**src/design/stack_pkg.sv**
```systemverilog
`default_nettype none

package stack_pkg;

   // word and ring geometry
   localparam int DATA_W  = 4;
   localparam int DEPTH   = 5;
   localparam int INDEX_W = 3;
   localparam int PTR_W   = 3;

   typedef logic [DATA_W-1:0]  stack_data_t;
   typedef logic [INDEX_W-1:0] stack_index_t;

   // cell address kept below DEPTH
   typedef logic [PTR_W-1:0]   stack_ptr_t;

   // two-bit command codes with nop at zero
   typedef enum logic [1:0] {
      CMD_NOP  = 2'd0,
      CMD_PUSH = 2'd1,
      CMD_POP  = 2'd2,
      CMD_GET  = 2'd3
   } stack_cmd_e;

   // registered command with its operands
   typedef struct packed {
      stack_cmd_e   cmd;
      stack_index_t index;
      stack_data_t  data;
   } stack_req_t;

   // one-cycle result pulse whose data holds between pulses
   typedef struct packed {
      logic        valid;
      stack_data_t data;
   } stack_rsp_t;

endpackage

`default_nettype wire

```
**src/design/stack.sv**
```systemverilog
`default_nettype none

module stack (
   input  wire                   clk,
   input  wire                   arst_n,
   input  stack_pkg::stack_cmd_e   cmd,
   input  stack_pkg::stack_index_t index,
   input  stack_pkg::stack_data_t  data_in,
   output stack_pkg::stack_rsp_t   rsp
);

   stack_pkg::stack_req_t  req;
   stack_pkg::stack_ptr_t  top_ptr;
   stack_pkg::stack_ptr_t  rd_addr;
   stack_pkg::stack_data_t rd_data;

   // command sampled here, executed one edge later
   stack_cmd_reg u_cmd_reg (
      .clk     (clk),
      .arst_n  (arst_n),
      .cmd     (cmd),
      .index   (index),
      .data_in (data_in),
      .req     (req)
   );

   stack_pointer u_pointer (
      .clk     (clk),
      .arst_n  (arst_n),
      .req     (req),
      .top_ptr (top_ptr)
   );

   stack_ring_mem u_ring_mem (
      .clk     (clk),
      .arst_n  (arst_n),
      .req     (req),
      .top_ptr (top_ptr),
      .rd_addr (rd_addr),
      .rd_data (rd_data)
   );

   // pop and get read against the pointer before it moves
   stack_read_port u_read_port (
      .clk     (clk),
      .arst_n  (arst_n),
      .req     (req),
      .top_ptr (top_ptr),
      .rd_addr (rd_addr),
      .rd_data (rd_data),
      .rsp     (rsp)
   );

endmodule

`default_nettype wire

```
**src/design/stack_cmd_reg.sv**
```systemverilog
`default_nettype none

module stack_cmd_reg (
   input  wire                   clk,
   input  wire                   arst_n,
   input  stack_pkg::stack_cmd_e   cmd,
   input  stack_pkg::stack_index_t index,
   input  stack_pkg::stack_data_t  data_in,
   output stack_pkg::stack_req_t   req
);

   stack_pkg::stack_cmd_e   cmd_q;
   stack_pkg::stack_index_t index_q;
   stack_pkg::stack_data_t  data_q;

   // command decides what the rest of the stack does next cycle
   always_ff @(posedge clk or negedge arst_n) begin
      if (!arst_n) begin
         cmd_q <= stack_pkg::CMD_NOP;
      end else begin
         cmd_q <= cmd;
      end
   end

   // operands travel with the command
   always_ff @(posedge clk) begin
      index_q <= index;
      data_q  <= data_in;
   end

   always_comb begin
      req.cmd   = cmd_q;
      req.index = index_q;
      req.data  = data_q;
   end

endmodule

`default_nettype wire

```
**src/design/stack_pointer.sv**
```systemverilog
`default_nettype none

module stack_pointer (
   input  wire                  clk,
   input  wire                  arst_n,
   input  stack_pkg::stack_req_t  req,
   output stack_pkg::stack_ptr_t  top_ptr
);

   localparam stack_pkg::stack_ptr_t LAST_CELL = stack_pkg::stack_ptr_t'(stack_pkg::DEPTH - 1);

   stack_pkg::stack_ptr_t ptr_next;

   // top_ptr is the cell the next push writes
   always_comb begin
      ptr_next = top_ptr;
      case (req.cmd)
         stack_pkg::CMD_PUSH: begin
            // wrap 4 -> 0
            if (top_ptr == LAST_CELL) begin
               ptr_next = '0;
            end else begin
               ptr_next = top_ptr + 1'b1;
            end
         end
         stack_pkg::CMD_POP: begin
            // wrap 0 -> 4
            if (top_ptr == '0) begin
               ptr_next = LAST_CELL;
            end else begin
               ptr_next = top_ptr - 1'b1;
            end
         end
         default: begin
            ptr_next = top_ptr;
         end
      endcase
   end

   always_ff @(posedge clk or negedge arst_n) begin
      if (!arst_n) begin
         top_ptr <= '0;
      end else begin
         top_ptr <= ptr_next;
      end
   end

   a_ptr_in_range : assert property (
      @(posedge clk) disable iff (!arst_n)
      top_ptr < stack_pkg::DEPTH
   );

endmodule

`default_nettype wire

```
**src/design/stack_read_port.sv**
```systemverilog
`default_nettype none

module stack_read_port (
   input  wire                   clk,
   input  wire                   arst_n,
   input  stack_pkg::stack_req_t   req,
   input  stack_pkg::stack_ptr_t   top_ptr,
   output stack_pkg::stack_ptr_t   rd_addr,
   input  stack_pkg::stack_data_t  rd_data,
   output stack_pkg::stack_rsp_t   rsp
);

   // one bit wider than a pointer, holds top_ptr + DEPTH - 1 - offset
   typedef logic [stack_pkg::PTR_W:0] sum_t;

   stack_pkg::stack_ptr_t offset;
   sum_t                  sum;
   logic                  rd_en;

   assign rd_en = (req.cmd == stack_pkg::CMD_POP) || (req.cmd == stack_pkg::CMD_GET);

   // depth below top, index 5..7 aliases 0..2
   always_comb begin
      offset = '0;
      if (req.cmd == stack_pkg::CMD_GET) begin
         if (req.index >= stack_pkg::DEPTH) begin
            offset = stack_pkg::stack_ptr_t'(req.index - stack_pkg::DEPTH);
         end else begin
            offset = stack_pkg::stack_ptr_t'(req.index);
         end
      end
   end

   // top word sits one cell below top_ptr, all modulo DEPTH
   always_comb begin
      sum = sum_t'(top_ptr) + sum_t'(stack_pkg::DEPTH - 1) - sum_t'(offset);
      if (sum >= sum_t'(stack_pkg::DEPTH)) begin
         rd_addr = stack_pkg::stack_ptr_t'(sum - sum_t'(stack_pkg::DEPTH));
      end else begin
         rd_addr = stack_pkg::stack_ptr_t'(sum);
      end
   end

   // valid pulses for one cycle, data is held until the next read
   always_ff @(posedge clk or negedge arst_n) begin
      if (!arst_n) begin
         rsp.valid <= 1'b0;
         rsp.data  <= '0;
      end else begin
         rsp.valid <= rd_en;
         if (rd_en) begin
            rsp.data <= rd_data;
         end
      end
   end

   // back-to-back pulses only for back-to-back reads
   a_valid_pairs : assert property (
      @(posedge clk) disable iff (!arst_n)
      (rsp.valid && $past(rsp.valid)) |->
         ($past(req.cmd) inside {stack_pkg::CMD_POP, stack_pkg::CMD_GET}) &&
         ($past(req.cmd, 2) inside {stack_pkg::CMD_POP, stack_pkg::CMD_GET})
   );

endmodule

`default_nettype wire

```
**src/design/stack_ring_mem.sv**
```systemverilog
`default_nettype none

module stack_ring_mem (
   input  wire                   clk,
   input  wire                   arst_n,
   input  stack_pkg::stack_req_t   req,
   input  stack_pkg::stack_ptr_t   top_ptr,
   input  stack_pkg::stack_ptr_t   rd_addr,
   output stack_pkg::stack_data_t  rd_data
);

   stack_pkg::stack_data_t cells [stack_pkg::DEPTH];

   logic wr_en;

   // a push lands on the cell above the current top
   assign wr_en = (req.cmd == stack_pkg::CMD_PUSH);

   // cells start cleared, so an early pop or get returns zero
   always_ff @(posedge clk or negedge arst_n) begin
      if (!arst_n) begin
         for (int i = 0; i < stack_pkg::DEPTH; i++) begin
            cells[i] <= '0;
         end
      end else if (wr_en) begin
         cells[top_ptr] <= req.data;
      end
   end

   // combinational read, registered in the read port
   always_comb begin
      rd_data = '0;
      for (int i = 0; i < stack_pkg::DEPTH; i++) begin
         if (rd_addr == stack_pkg::stack_ptr_t'(i)) begin
            rd_data = cells[i];
         end
      end
   end

   // the read port must only address real cells
   a_rd_addr_in_range : assert property (
      @(posedge clk) disable iff (!arst_n)
      (req.cmd inside {stack_pkg::CMD_POP, stack_pkg::CMD_GET}) |-> rd_addr < stack_pkg::DEPTH
   );

endmodule

`default_nettype wire

```
**config.mk**
```make
export PLATFORM = sky130hd
export DESIGN_NAME = stack
export DESIGN_NICKNAME = d
export VERILOG_FILES = /design/src/design/stack_pkg.sv /design/src/design/stack.sv /design/src/design/stack_cmd_reg.sv /design/src/design/stack_pointer.sv /design/src/design/stack_read_port.sv /design/src/design/stack_ring_mem.sv
export SDC_FILE = /design/constraint.sdc
export NUM_CORES = 1
export LEC_CHECK = 0
export BUFFER_PORTS_ARGS = -buffer_cell sky130_fd_sc_hd__buf_2
export CAP_MARGIN = 20
export CORE_MARGIN = 2
export CORE_UTILIZATION = 45
export CTS_CLUSTER_DIAMETER = 30
export DETAILED_ROUTE_END_ITERATION = 8
export PLACE_DENSITY = 0.69
export SETUP_SLACK_MARGIN = 0.4
export SYNTH_ARGS = -nofsm -noshare
export SYNTH_HDL_FRONTEND = slang
export SYNTH_SLANG_ARGS = --single-unit
```
**constraint.sdc**
```tcl
create_clock -name clk -period 4.15 [get_ports clk]
set_input_delay 0.6225 -clock clk [delete_from_list [all_inputs] [get_ports clk]]
set_output_delay 0.6225 -clock clk [all_outputs]
set_load 0.05 [all_outputs]
```
# After elaboration in Yosys (flattened, before gate mapping)
# Cells that the tools add are included.
# totals
inputBits	11
wordCells	49
regBits	37
output_inout_bits	5
# classes
magnitude_cmp	4
bitwise_logic	1
n_reduce_logical	5
muxes	14
eq_ne	8
add_sub_neg	6
# op_table
cell	n
2-to-1 mux 4 bit	6
bitwise mux 20 bit	1
2-to-1 mux 3 bit	5
demux 4 bit (select 3 bit)	1
== test 3 x 2 -> 1 bit (second input constant)	2
== test 3 bit (second input constant)	2
logical NOT 3 bit	2
one-hot mux 3 bit (2 select lines)	1
subtractor 3 bit (second input constant)	2
adder 3 x 3 -> 4 bit (second input constant)	1
== test 2 bit (second input constant)	2
greater-or-equal comparator 4 x 3 -> 1 bit (second input constant)	1
greater-or-equal comparator 4 bit (second input constant)	1
< comparator 4 x 1 -> 1 bit (second input constant)	1
NOT 3 -> 4 bit	1
subtractor 4 x 3 -> 4 bit	1
adder 3 x 1 -> 3 bit (second input constant)	1
== test 3 x 1 -> 1 bit (second input constant)	1
greater-or-equal comparator 3 bit (second input constant)	1
subtractor 3 x 1 -> 3 bit (second input constant)	1
== test 2 x 1 -> 1 bit (second input constant)	1
nonzero test 2 bit	1
logical AND 1 bit	1
logical OR 1 bit	1

# Depth between registers and ports, before layout
# Gate-level depths: netlist of run 1.
# logic_depth
word_depth	12
depth_mapped	18
ltp_nobuf	17

# By module
# From an unflattened synthesis of run 1, not the netlist that was laid out.
# unflattened
hier_cells	155
area_unflattened_um2	1858.0
# modules_own_cells
mod	seq_area_each_um2	cells_each	area_per_inst_um2	n_inst
stack_ring_mem	500.5	75	982.2	1
stack_read_port	125.1	45	442.9	1
stack_pointer	75.1	26	242.7	1
stack_cmd_reg	190.2	9	190.2	1

# Worst setup path before layout of run 1
# No wires, ideal clock.
# synth_timing
path_kind	reg-to-reg
startpoint	register u_cmd_reg.index_q[0]
endpoint	register u_read_port.rsp[0] (netlist name)
period_less_slack_ns	3.160
path_stages_with_launch	16
setup_ns	0.082
t_required_ns	4.068
arrival_ns	3.078
path_slack_ns	0.990
cell_sequence	dfxtp_1 inv_1 ha_1 nand2_1 nand3_1 ha_1 ha_1 inv_1 ha_1 nand2b_1 a21oi_2 buf_6 mux2i_2 a21oi_1 or4_1 a31oi_1
# synth_between
elab_chain_len	12
# synth_rtl
item	line	rtl
from (decl)	stack_cmd_reg.sv:13	stack_pkg::stack_index_t index_q;
from (signal assigned)	stack_cmd_reg.sv:27	index_q <= index;
subtractor 3 bit / greater-or-equal comparator 3 bit (equally long branches)	stack_read_port.sv:27, stack_read_port.sv:26	
2-to-1 mux 3 bit *	stack_read_port.sv:26	if (req.index >= stack_pkg::DEPTH) begin
2-to-1 mux 3 bit *	stack_read_port.sv:25	if (req.cmd == stack_pkg::CMD_GET) begin
subtractor 4 x 3 -> 4 bit *	stack_read_port.sv:36	sum = sum_t'(top_ptr) + sum_t'(stack_pkg::DEPTH - 1) - sum_t'(offset);
greater-or-equal comparator 4 x 3 -> 1 bit / subtractor 3 bit (equally long branches)	stack_read_port.sv:37, stack_read_port.sv:38	
2-to-1 mux 3 bit *	stack_read_port.sv:37	if (sum >= sum_t'(stack_pkg::DEPTH)) begin
logical NOT 3 bit	stack_ring_mem.sv:34	if (rd_addr == stack_pkg::stack_ptr_t'(i)) begin
2-to-1 mux 4 bit (4 in series)	stack_ring_mem.sv:34	
2-to-1 mux 4 bit *	stack_ring_mem.sv:34	
# Mark *: on every way between the ends. The rest lies on a longest branch, timed or not.
# A chain may end at the register's enable or synchronous reset.

# Worst setup path in the final report of run 1
# layout_timing
startpoint	register u_cmd_reg.index_q[0]
endpoint	register u_read_port.rsp[3] (netlist name)
# layout_between
elab_chain_len	12
# layout_rtl
item	line
subtractor 3 bit / greater-or-equal comparator 3 bit (equally long branches)	stack_read_port.sv:27, stack_read_port.sv:26
2-to-1 mux 3 bit *	stack_read_port.sv:26
2-to-1 mux 3 bit *	stack_read_port.sv:25
subtractor 4 x 3 -> 4 bit *	stack_read_port.sv:36
greater-or-equal comparator 4 x 3 -> 1 bit / subtractor 3 bit (equally long branches)	stack_read_port.sv:37, stack_read_port.sv:38
2-to-1 mux 3 bit *	stack_read_port.sv:37
logical NOT 3 bit	stack_ring_mem.sv:34
2-to-1 mux 4 bit (4 in series)	stack_ring_mem.sv:34
2-to-1 mux 4 bit *	stack_ring_mem.sv:34
# Marked as above.

==> results of run 1 <==
==> logic make-up (layout without fill, tap and decap cells) <==
logic type / Yosys count / in the layout / share of synthesized area
fa+ha+maj: 16 / 16 / 0.106
flops: 37 / 37 / 0.456
mux: 20 / 20 / 0.115
compound gates: 48 / 48 / 0.145
xor+xnor: 3 / 3 / 0.0211
buf+inv: 19 / 41 / 0.0480
simple gates: 43 / 43 / 0.109
==> layout make-up <==
type | instances | area [µm²] | share of cell area
sequential | 37 | 891 | 0.405
clock buffer | 6 | 82.6 | 0.0375
inverter | 16 | 60.1 | 0.0273
timing repair buffer | 17 | 90.1 | 0.0409
multi-input combinational | 130 | 978 | 0.444
clock inverter | 2 | 37.5 | 0.0170
tap | 50 | 62.6 | 0.0284
==> sequential cells by signal, indices dropped and copies added (netlist names) <==
signal / cells
u_ring_mem.cells: 20
u_read_port.rsp: 5
u_cmd_reg.data_q: 4
u_cmd_reg.index_q: 3
u_pointer.top_ptr: 3
u_cmd_reg.cmd_q: 2
==> power by group <==
group	switching, µW	internal, µW
combinational	637	485
sequential	94.3	497
clock	123	195
==> through the flow <==
| stage | total power (µW) | util | setup slack (ps) |
|---|---|---|---|
| after floorplan | 1460 | - | 990 |
| after global placement | 1630 | 0.504 | 572 |
| after detailed placement | 1640 | 0.504 | 510 |
| after CTS | 1970 | 0.533 | 479 |
| after global routing | 2190 | 0.539 | 395 |
| final | 2030 | 0.539 | 671 |
==> synth_stat cells, drive strengths merged <==
cell	n	area share
dfrtp	30	0.38
o21ai	24	0.061
mux2	17	0.098
inv	16	0.031
ha	15	0.096
nand2	14	0.027
o22ai	8	0.026
dfxtp	7	0.072
nor2	7	0.013
nor3	7	0.018
a21oi	6	0.017
a31oi	4	0.013
or4	4	0.015
buf	3	0.017
mux2i	3	0.017
nor2b	2	0.0064
or2	2	0.0064
xnor2	2	0.013
a2111oi	1	0.0045
a21o	1	0.0038
a32oi	1	0.0045
and3	1	0.0032
fa	1	0.010
nand2b	1	0.0032
nand3	1	0.0026
nand3b	1	0.0038
nor4	1	0.0032
o211a	1	0.0051
o2bb2ai	1	0.0045
o32a	1	0.0051
or2b	1	0.0038
or3	1	0.0032
xor2	1	0.0083
==> timing repair <==
| action | in CTS | in global routing |
|---|---|---|
| setup buffers | 0 | 2 |
| endpoints found under the setup margin | 0 | 4 |
| gates resized for setup | 0 | 1 |
==> final timing paths <==
kind,endpoint,slack [ps],cells after the start
setup / recovery,u_read_port.rsp[3],670,15
hold reg to reg,u_ring_mem.cells[6],520,1
setup reg to reg,u_read_port.rsp[3],670,15
hold / removal,u_pointer.top_ptr[2],360,1
min in group clk,u_cmd_reg.data_q[1],430,1
max in group asynchronous,u_ring_mem.cells[12],3360,1
==> cells in the final DEF, fill, tap and decap left out <==
| cell | instances |
|---|---|
| dfxtp_1 | 7 |
| ha_1 | 15 |
| a31oi_1 | 4 |
| o32a_1 | 1 |
| xor2_2 | 1 |
| xnor2_1 | 1 |
| or2b_1 | 1 |
| o21ai_0 | 24 |
| mux2i_1 | 2 |
| nand3b_1 | 1 |
| inv_1 | 16 |
| a21oi_1 | 5 |
| a21oi_4 | 1 |
| buf_2 | 15 |
| or3_1 | 1 |
| dfrtp_1 | 30 |
| nand3_1 | 1 |
| and3_1 | 1 |
| a32oi_1 | 1 |
| a21o_1 | 1 |
| o2bb2ai_1 | 1 |
| nor2b_1 | 2 |
| o211a_1 | 1 |
| nand2b_1 | 1 |
| clkbuf_8 | 6 |
| xnor2_2 | 1 |
| clkinvlp_4 | 1 |
| mux2_2 | 17 |
| nor2_1 | 7 |
| o22ai_1 | 8 |
| or2_2 | 2 |
| a2111oi_0 | 1 |
| nor3_1 | 7 |
| buf_4 | 2 |
| nand2_1 | 14 |
| nor4_1 | 1 |
| bufinv_16 | 1 |
| mux2i_2 | 1 |
| or4_1 | 4 |
| fa_1 | 1 |
==> layer usage <==
layer,global-route usage,up-vias,part of all wire
met4,0.0449,0,0.0083
met3,0.0390,4,0.028
li1,-,700,-
met1,0.221,674,0.50
met2,0.240,21,0.46
met5,0,-,0
==> critical path, cell delays in order (launching register included) <==
cell      delay [ps]
dfxtp_1          410
inv_1             60
ha_1             280
nand2_1           70
nand3_1           70
ha_1             280
ha_1             380
inv_1            150
ha_1             290
nand2b_1         130
a21oi_4          250
buf_4            180
xnor2_2          140
a21oi_1          100
or4_1            420
a31oi_1          190
==> run summary, run 1 <==
Final ANT Viol Nets: 0
number of H-tree levels: 2
crit path kind: flip-flop to flip-flop
grt total ovfl: 0
Netlist Area Pre-Place: 0.00196 mm²
worst clock skew: 5.74 ps
buffer levels on the longest clock path: 2
outcome: finished, final reports clean
Final Hold Fails: 0
Max Fanout on Critical Path: 8
data required time at the worst endpoint: 4360 ps
ratio of final minimum period to clock period: 0.838
CTS tree: done
path type of the worst min-delay path: input port to asynchronous set/reset pin
initial antenna violation count: 0
Relative slew margins: 0.554
I/O pins: 16
Reg2Reg Launch Point: u_cmd_reg.index_q[0]
Root Buffer: clkbuf_8
via count of the first global-routing pass: 1,288
Final Setup Violations: 0
maximum vdd ir drop: 0.348 mV
leakage power of the design: 0.00101 µW
Final Wtd Congestion: 0.867
final standard cell area without fillers: 0.00220 mm²
routed wirelength normalized by instance count: 14.1 µm
Inserted Diodes: 0
sequential fraction of the synthesis area: 0.456
synthesis-stage register bit count: 37
highest attainable clock frequency: 287 MHz
final-layout setup total negative slack: 0 ps
Chip Width: 69.9 µm
drt total wl: 3.63 mm
maxcap violations: 0
Worst-path clk slew: 70 ps
final layout net count: 234
instance area at placement: 0.00206 mm²
unrepaired setup endpoints after global routing: no
number of placement rows: 23
filler-free cell count of the finished design: 258
cells after synthesis: 186
Global Route Usage Sum: 0.157
worst setup path startpoint: u_cmd_reg.index_q[0]
relative area change from synthesis to final layout: 12.6%
power per unit of standard cell area: 923 mW/mm²
starting density of the core: 0.479
Syn Area/Cell: 10.5 µm²
insertion delay of the later-clocked pin in the worst-skew pair: 290 ps
share of post-route cells with drive strength above 1: 0.231
maximum number of pins on one net before global-route repair: 31
via/cell ratio: 5.42
Inserted Clock Buffers: 5
arrival time of the worst setup path: 3690 ps
Die ar.: 0.00489 mm²
number of nets produced by synthesis: 213
max-slew violation total from the final report: 0
final critical delay including setup and external delays: 3480 ps
transition time at the pin with the least slew margin: 664 ps
number of violations reported at the end of detailed-routing iteration 0: 72
port bufs: 15
dpl cells: 248
number of library cell types mapped by synthesis: 36
cts-stage hold buffer count: 0
HPWL after DPL: 2.65 mm
category of the worst setup path capture point: flip-flop
warning count from the yosys run: 0
DRC violations left: 0
Hold Worst Slack: 364 ps
first-pass GRT wire length: 6.07 mm
count of TritonRoute iterations in the first routing pass: 4
clock net sink count: 37
Die H: 69.9 µm
crit start category: flip-flop
vias: 1,399
core area: 0.00409 mm²
number of filler cells placed in the layout: 393
No activity file was read; power rests on OpenSTA's default activity.
==> inputs of run 2 (changes only) <==
--- a/config.mk
+++ b/config.mk
@@ -11,7 +11,7 @@
 export CORE_UTILIZATION = 45
 export CTS_CLUSTER_DIAMETER = 30
 export DETAILED_ROUTE_END_ITERATION = 8
-export PLACE_DENSITY = 0.69
+export PLACE_DENSITY = 0.71
 export SETUP_SLACK_MARGIN = 0.4
 export SYNTH_ARGS = -nofsm -noshare
 export SYNTH_HDL_FRONTEND = slang
==> constraint.sdc (replaced) <==
create_clock -name clk -period 3.07 [get_ports clk]
set_input_delay 0.4605 -clock clk [delete_from_list [all_inputs] [get_ports clk]]
set_output_delay 0.4605 -clock clk [all_outputs]
set_load 0.05 [all_outputs]
==> run 2 against run 1 <==
The flow now finishes with violations (setup timing). Largest power group unchanged. Fmax is 13% higher. Cell count grew 5.4%. Register-to-register slack got worse by 680 ps. Clock power rose by 39%. Routed wire length increased by 9.2%. Utilization up 6.4 points. Critical path depth is 1 higher. Cell area increased by 12%. Via count rose by 4.6%. Die area is the same.
==> run summary, run 2 (synthesis gave the netlist of run 1 again) <==
I/O pins: 16
maximum vdd ir drop: 0.556 mV
number of violations reported at the end of detailed-routing iteration 0: 63
violated checks: setup timing
cts-stage hold buffer count: 0
capture point of the critical path: u_read_port.rsp[0]
max-slew violation total from the final report: 0
most used cells in the layout excluding fill and tap cells: dfrtp_1 (30), o21ai_0 (22), mux2_2 (16)
via count of the first global-routing pass: 1,434
worst clock skew: 8.03 ps
power per unit of standard cell area: 1320 mW/mm²
Final Setup Violations: 1
drt total wl: 3.96 mm
Die ar.: 0.00489 mm²
unrepaired setup endpoints after global routing: yes
share of the core filled with cells: 0.603
Reg2Reg Launch Point: u_cmd_reg.index_q[1]
Final ANT Viol Nets: 0
category of the worst setup path capture point: flip-flop
least setup slack across all paths after layout: -4.47 ps
number of placement rows: 23
highest attainable clock frequency: 325 MHz
clock net sink count: 37
Die H: 69.9 µm
final layout net count: 248
ratio of final minimum period to clock period: 1.00
leakage power of the design: 0.00110 µW
crit start category: flip-flop
registers with the highest flip-flop counts: u_ring_mem.cells (20), u_read_port.rsp (5), u_cmd_reg.data_q (4)
maximum number of pins on one net before global-route repair: 31
grt total ovfl: 0
destination of the worst register-to-register timing path: u_read_port.rsp[0]
data required time at the worst endpoint: 3290 ps
Biggest register: u_ring_mem.cells
DRC violations left: 0
via/cell ratio: 5.38
transition time at the pin with the least slew margin: 740 ps
insertion delay of the later-clocked pin in the worst-skew pair: 300 ps
Max Fanout on Critical Path: 4
relative area change from synthesis to final layout: 25.9%
most common library cell in the layout ignoring fill and taps: dfrtp_1
max reg flops: 20
buffer levels on the longest clock path: 2
final critical delay including setup and external delays: 3070 ps
worst setup path startpoint: u_cmd_reg.index_q[1]
starting density of the core: 0.479
CTS tree: done
Root Buffer: clkbuf_8
Inserted Diodes: 0
maxcap violations: 0
routed wirelength normalized by instance count: 14.6 µm
share of post-route cells with drive strength above 1: 0.356
Chip Width: 69.9 µm
crit path kind: flip-flop to flip-flop
R2R setup slack: -4 ps
core area: 0.00409 mm²
outcome: finished, violations left
initial antenna violation count: 0
port bufs: 15
first-pass GRT wire length: 6.89 mm
Global Route Usage Sum: 0.179
vias: 1,463
Hold Worst Slack: 183 ps
Inserted Clock Buffers: 5
HPWL after DPL: 2.85 mm
Final Hold Fails: 0
Worst-path clk slew: 80 ps
number of cells on the worst reg-to-reg path: 16
number of H-tree levels: 2
Final Wtd Congestion: 0.729
count of TritonRoute iterations in the first routing pass: 4
arrival time of the worst setup path: 3300 ps
Relative slew margins: 0.503
path type of the worst min-delay path: input port to asynchronous set/reset pin
## run 2: cell types whose count changed in the layout (fill, tap and decap cells not counted), moves of 3 or more
cell,previous run,this run
buf_4,2,13
inv_2,0,3
inv_1,16,12
ha_1,15,9
ha_4,0,4
## run 2: final cells by class
type | count | area (µm²)
fillers | 339 | 1620
inverters | 16 | 62.6
well taps | 50 | 62.6
flip-flops and latches | 37 | 896
clock inverters | 2 | 37.5
clock buffers | 6 | 82.6
multi-input cells | 130 | 1090
repair buffers | 31 | 231
## run 2: where the power goes
| part | internal, µW | switching (µW) | leakage, µW |
|---|---|---|---|
| clock network | 264 | 178 | 0.0000574 |
| logic | 1020 | 993 | 0.000616 |
| registers | 672 | 130 | 0.000424 |
| total | 1960 | 1300 | 0.00110 |
## run 2: how the worst min path moves through the flow
stage	startpoint	to	slack, ps	cells past startpoint
after floorplan	arst_n	u_cmd_reg.cmd_q[0]	160	0
after global placement	u_ring_mem.cells[2]	u_ring_mem.cells[2]	500	1
after detailed placement	u_ring_mem.cells[18]	u_ring_mem.cells[18]	500	1
after CTS	arst_n	u_pointer.top_ptr[0]	220	1
after global routing	arst_n	u_ring_mem.cells[17]	240	1
final	arst_n	u_pointer.top_ptr[2]	180	1
## run 2: repair_timing
action | in CTS | in global routing
gates resized for setup | 17 | 2
setup endpoints to repair | 4 | 4
cloned | 1 | 0
pin swaps | 1 | 1
setup buffers | 2 | 0
## run 2: critical path, cell delays in order, from the launching register on
cell,delay (ps)
dfxtp_2,340
inv_4,70
ha_4,140
nor2_2,30
nor2_1,80
mux2i_1,80
nor2b_1,130
ha_2,180
inv_2,40
ha_4,150
fa_2,370
xor2_4,180
a21oi_4,250
mux2i_4,320
a21oi_1,60
or4_1,430
a31oi_1,150
## run 2: layer usage
metal,vias up,GRT usage,wire [µm]
li1,733,-,-
met1,704,0.255,1970
met2,20,0.268,1830
met3,6,0.0346,82
met4,0,0.0769,79
met5,-,0,0
## run 2: through the flow
stage,instances,setup TNS (ps),area (µm²),setup slack [ps],total power (µW)
6_report,272,-4.47,2460,-4.47,3260
5_1_grt,272,-604,2460,-165,3510
4_1_cts,272,0,2440,21.5,3190
3_5_place_dp,261,-61.9,2210,-32.3,2530
3_3_place_gp,261,-5.74,2210,-5.19,2500
2_1_floorplan,186,0,2000,99.6,2080
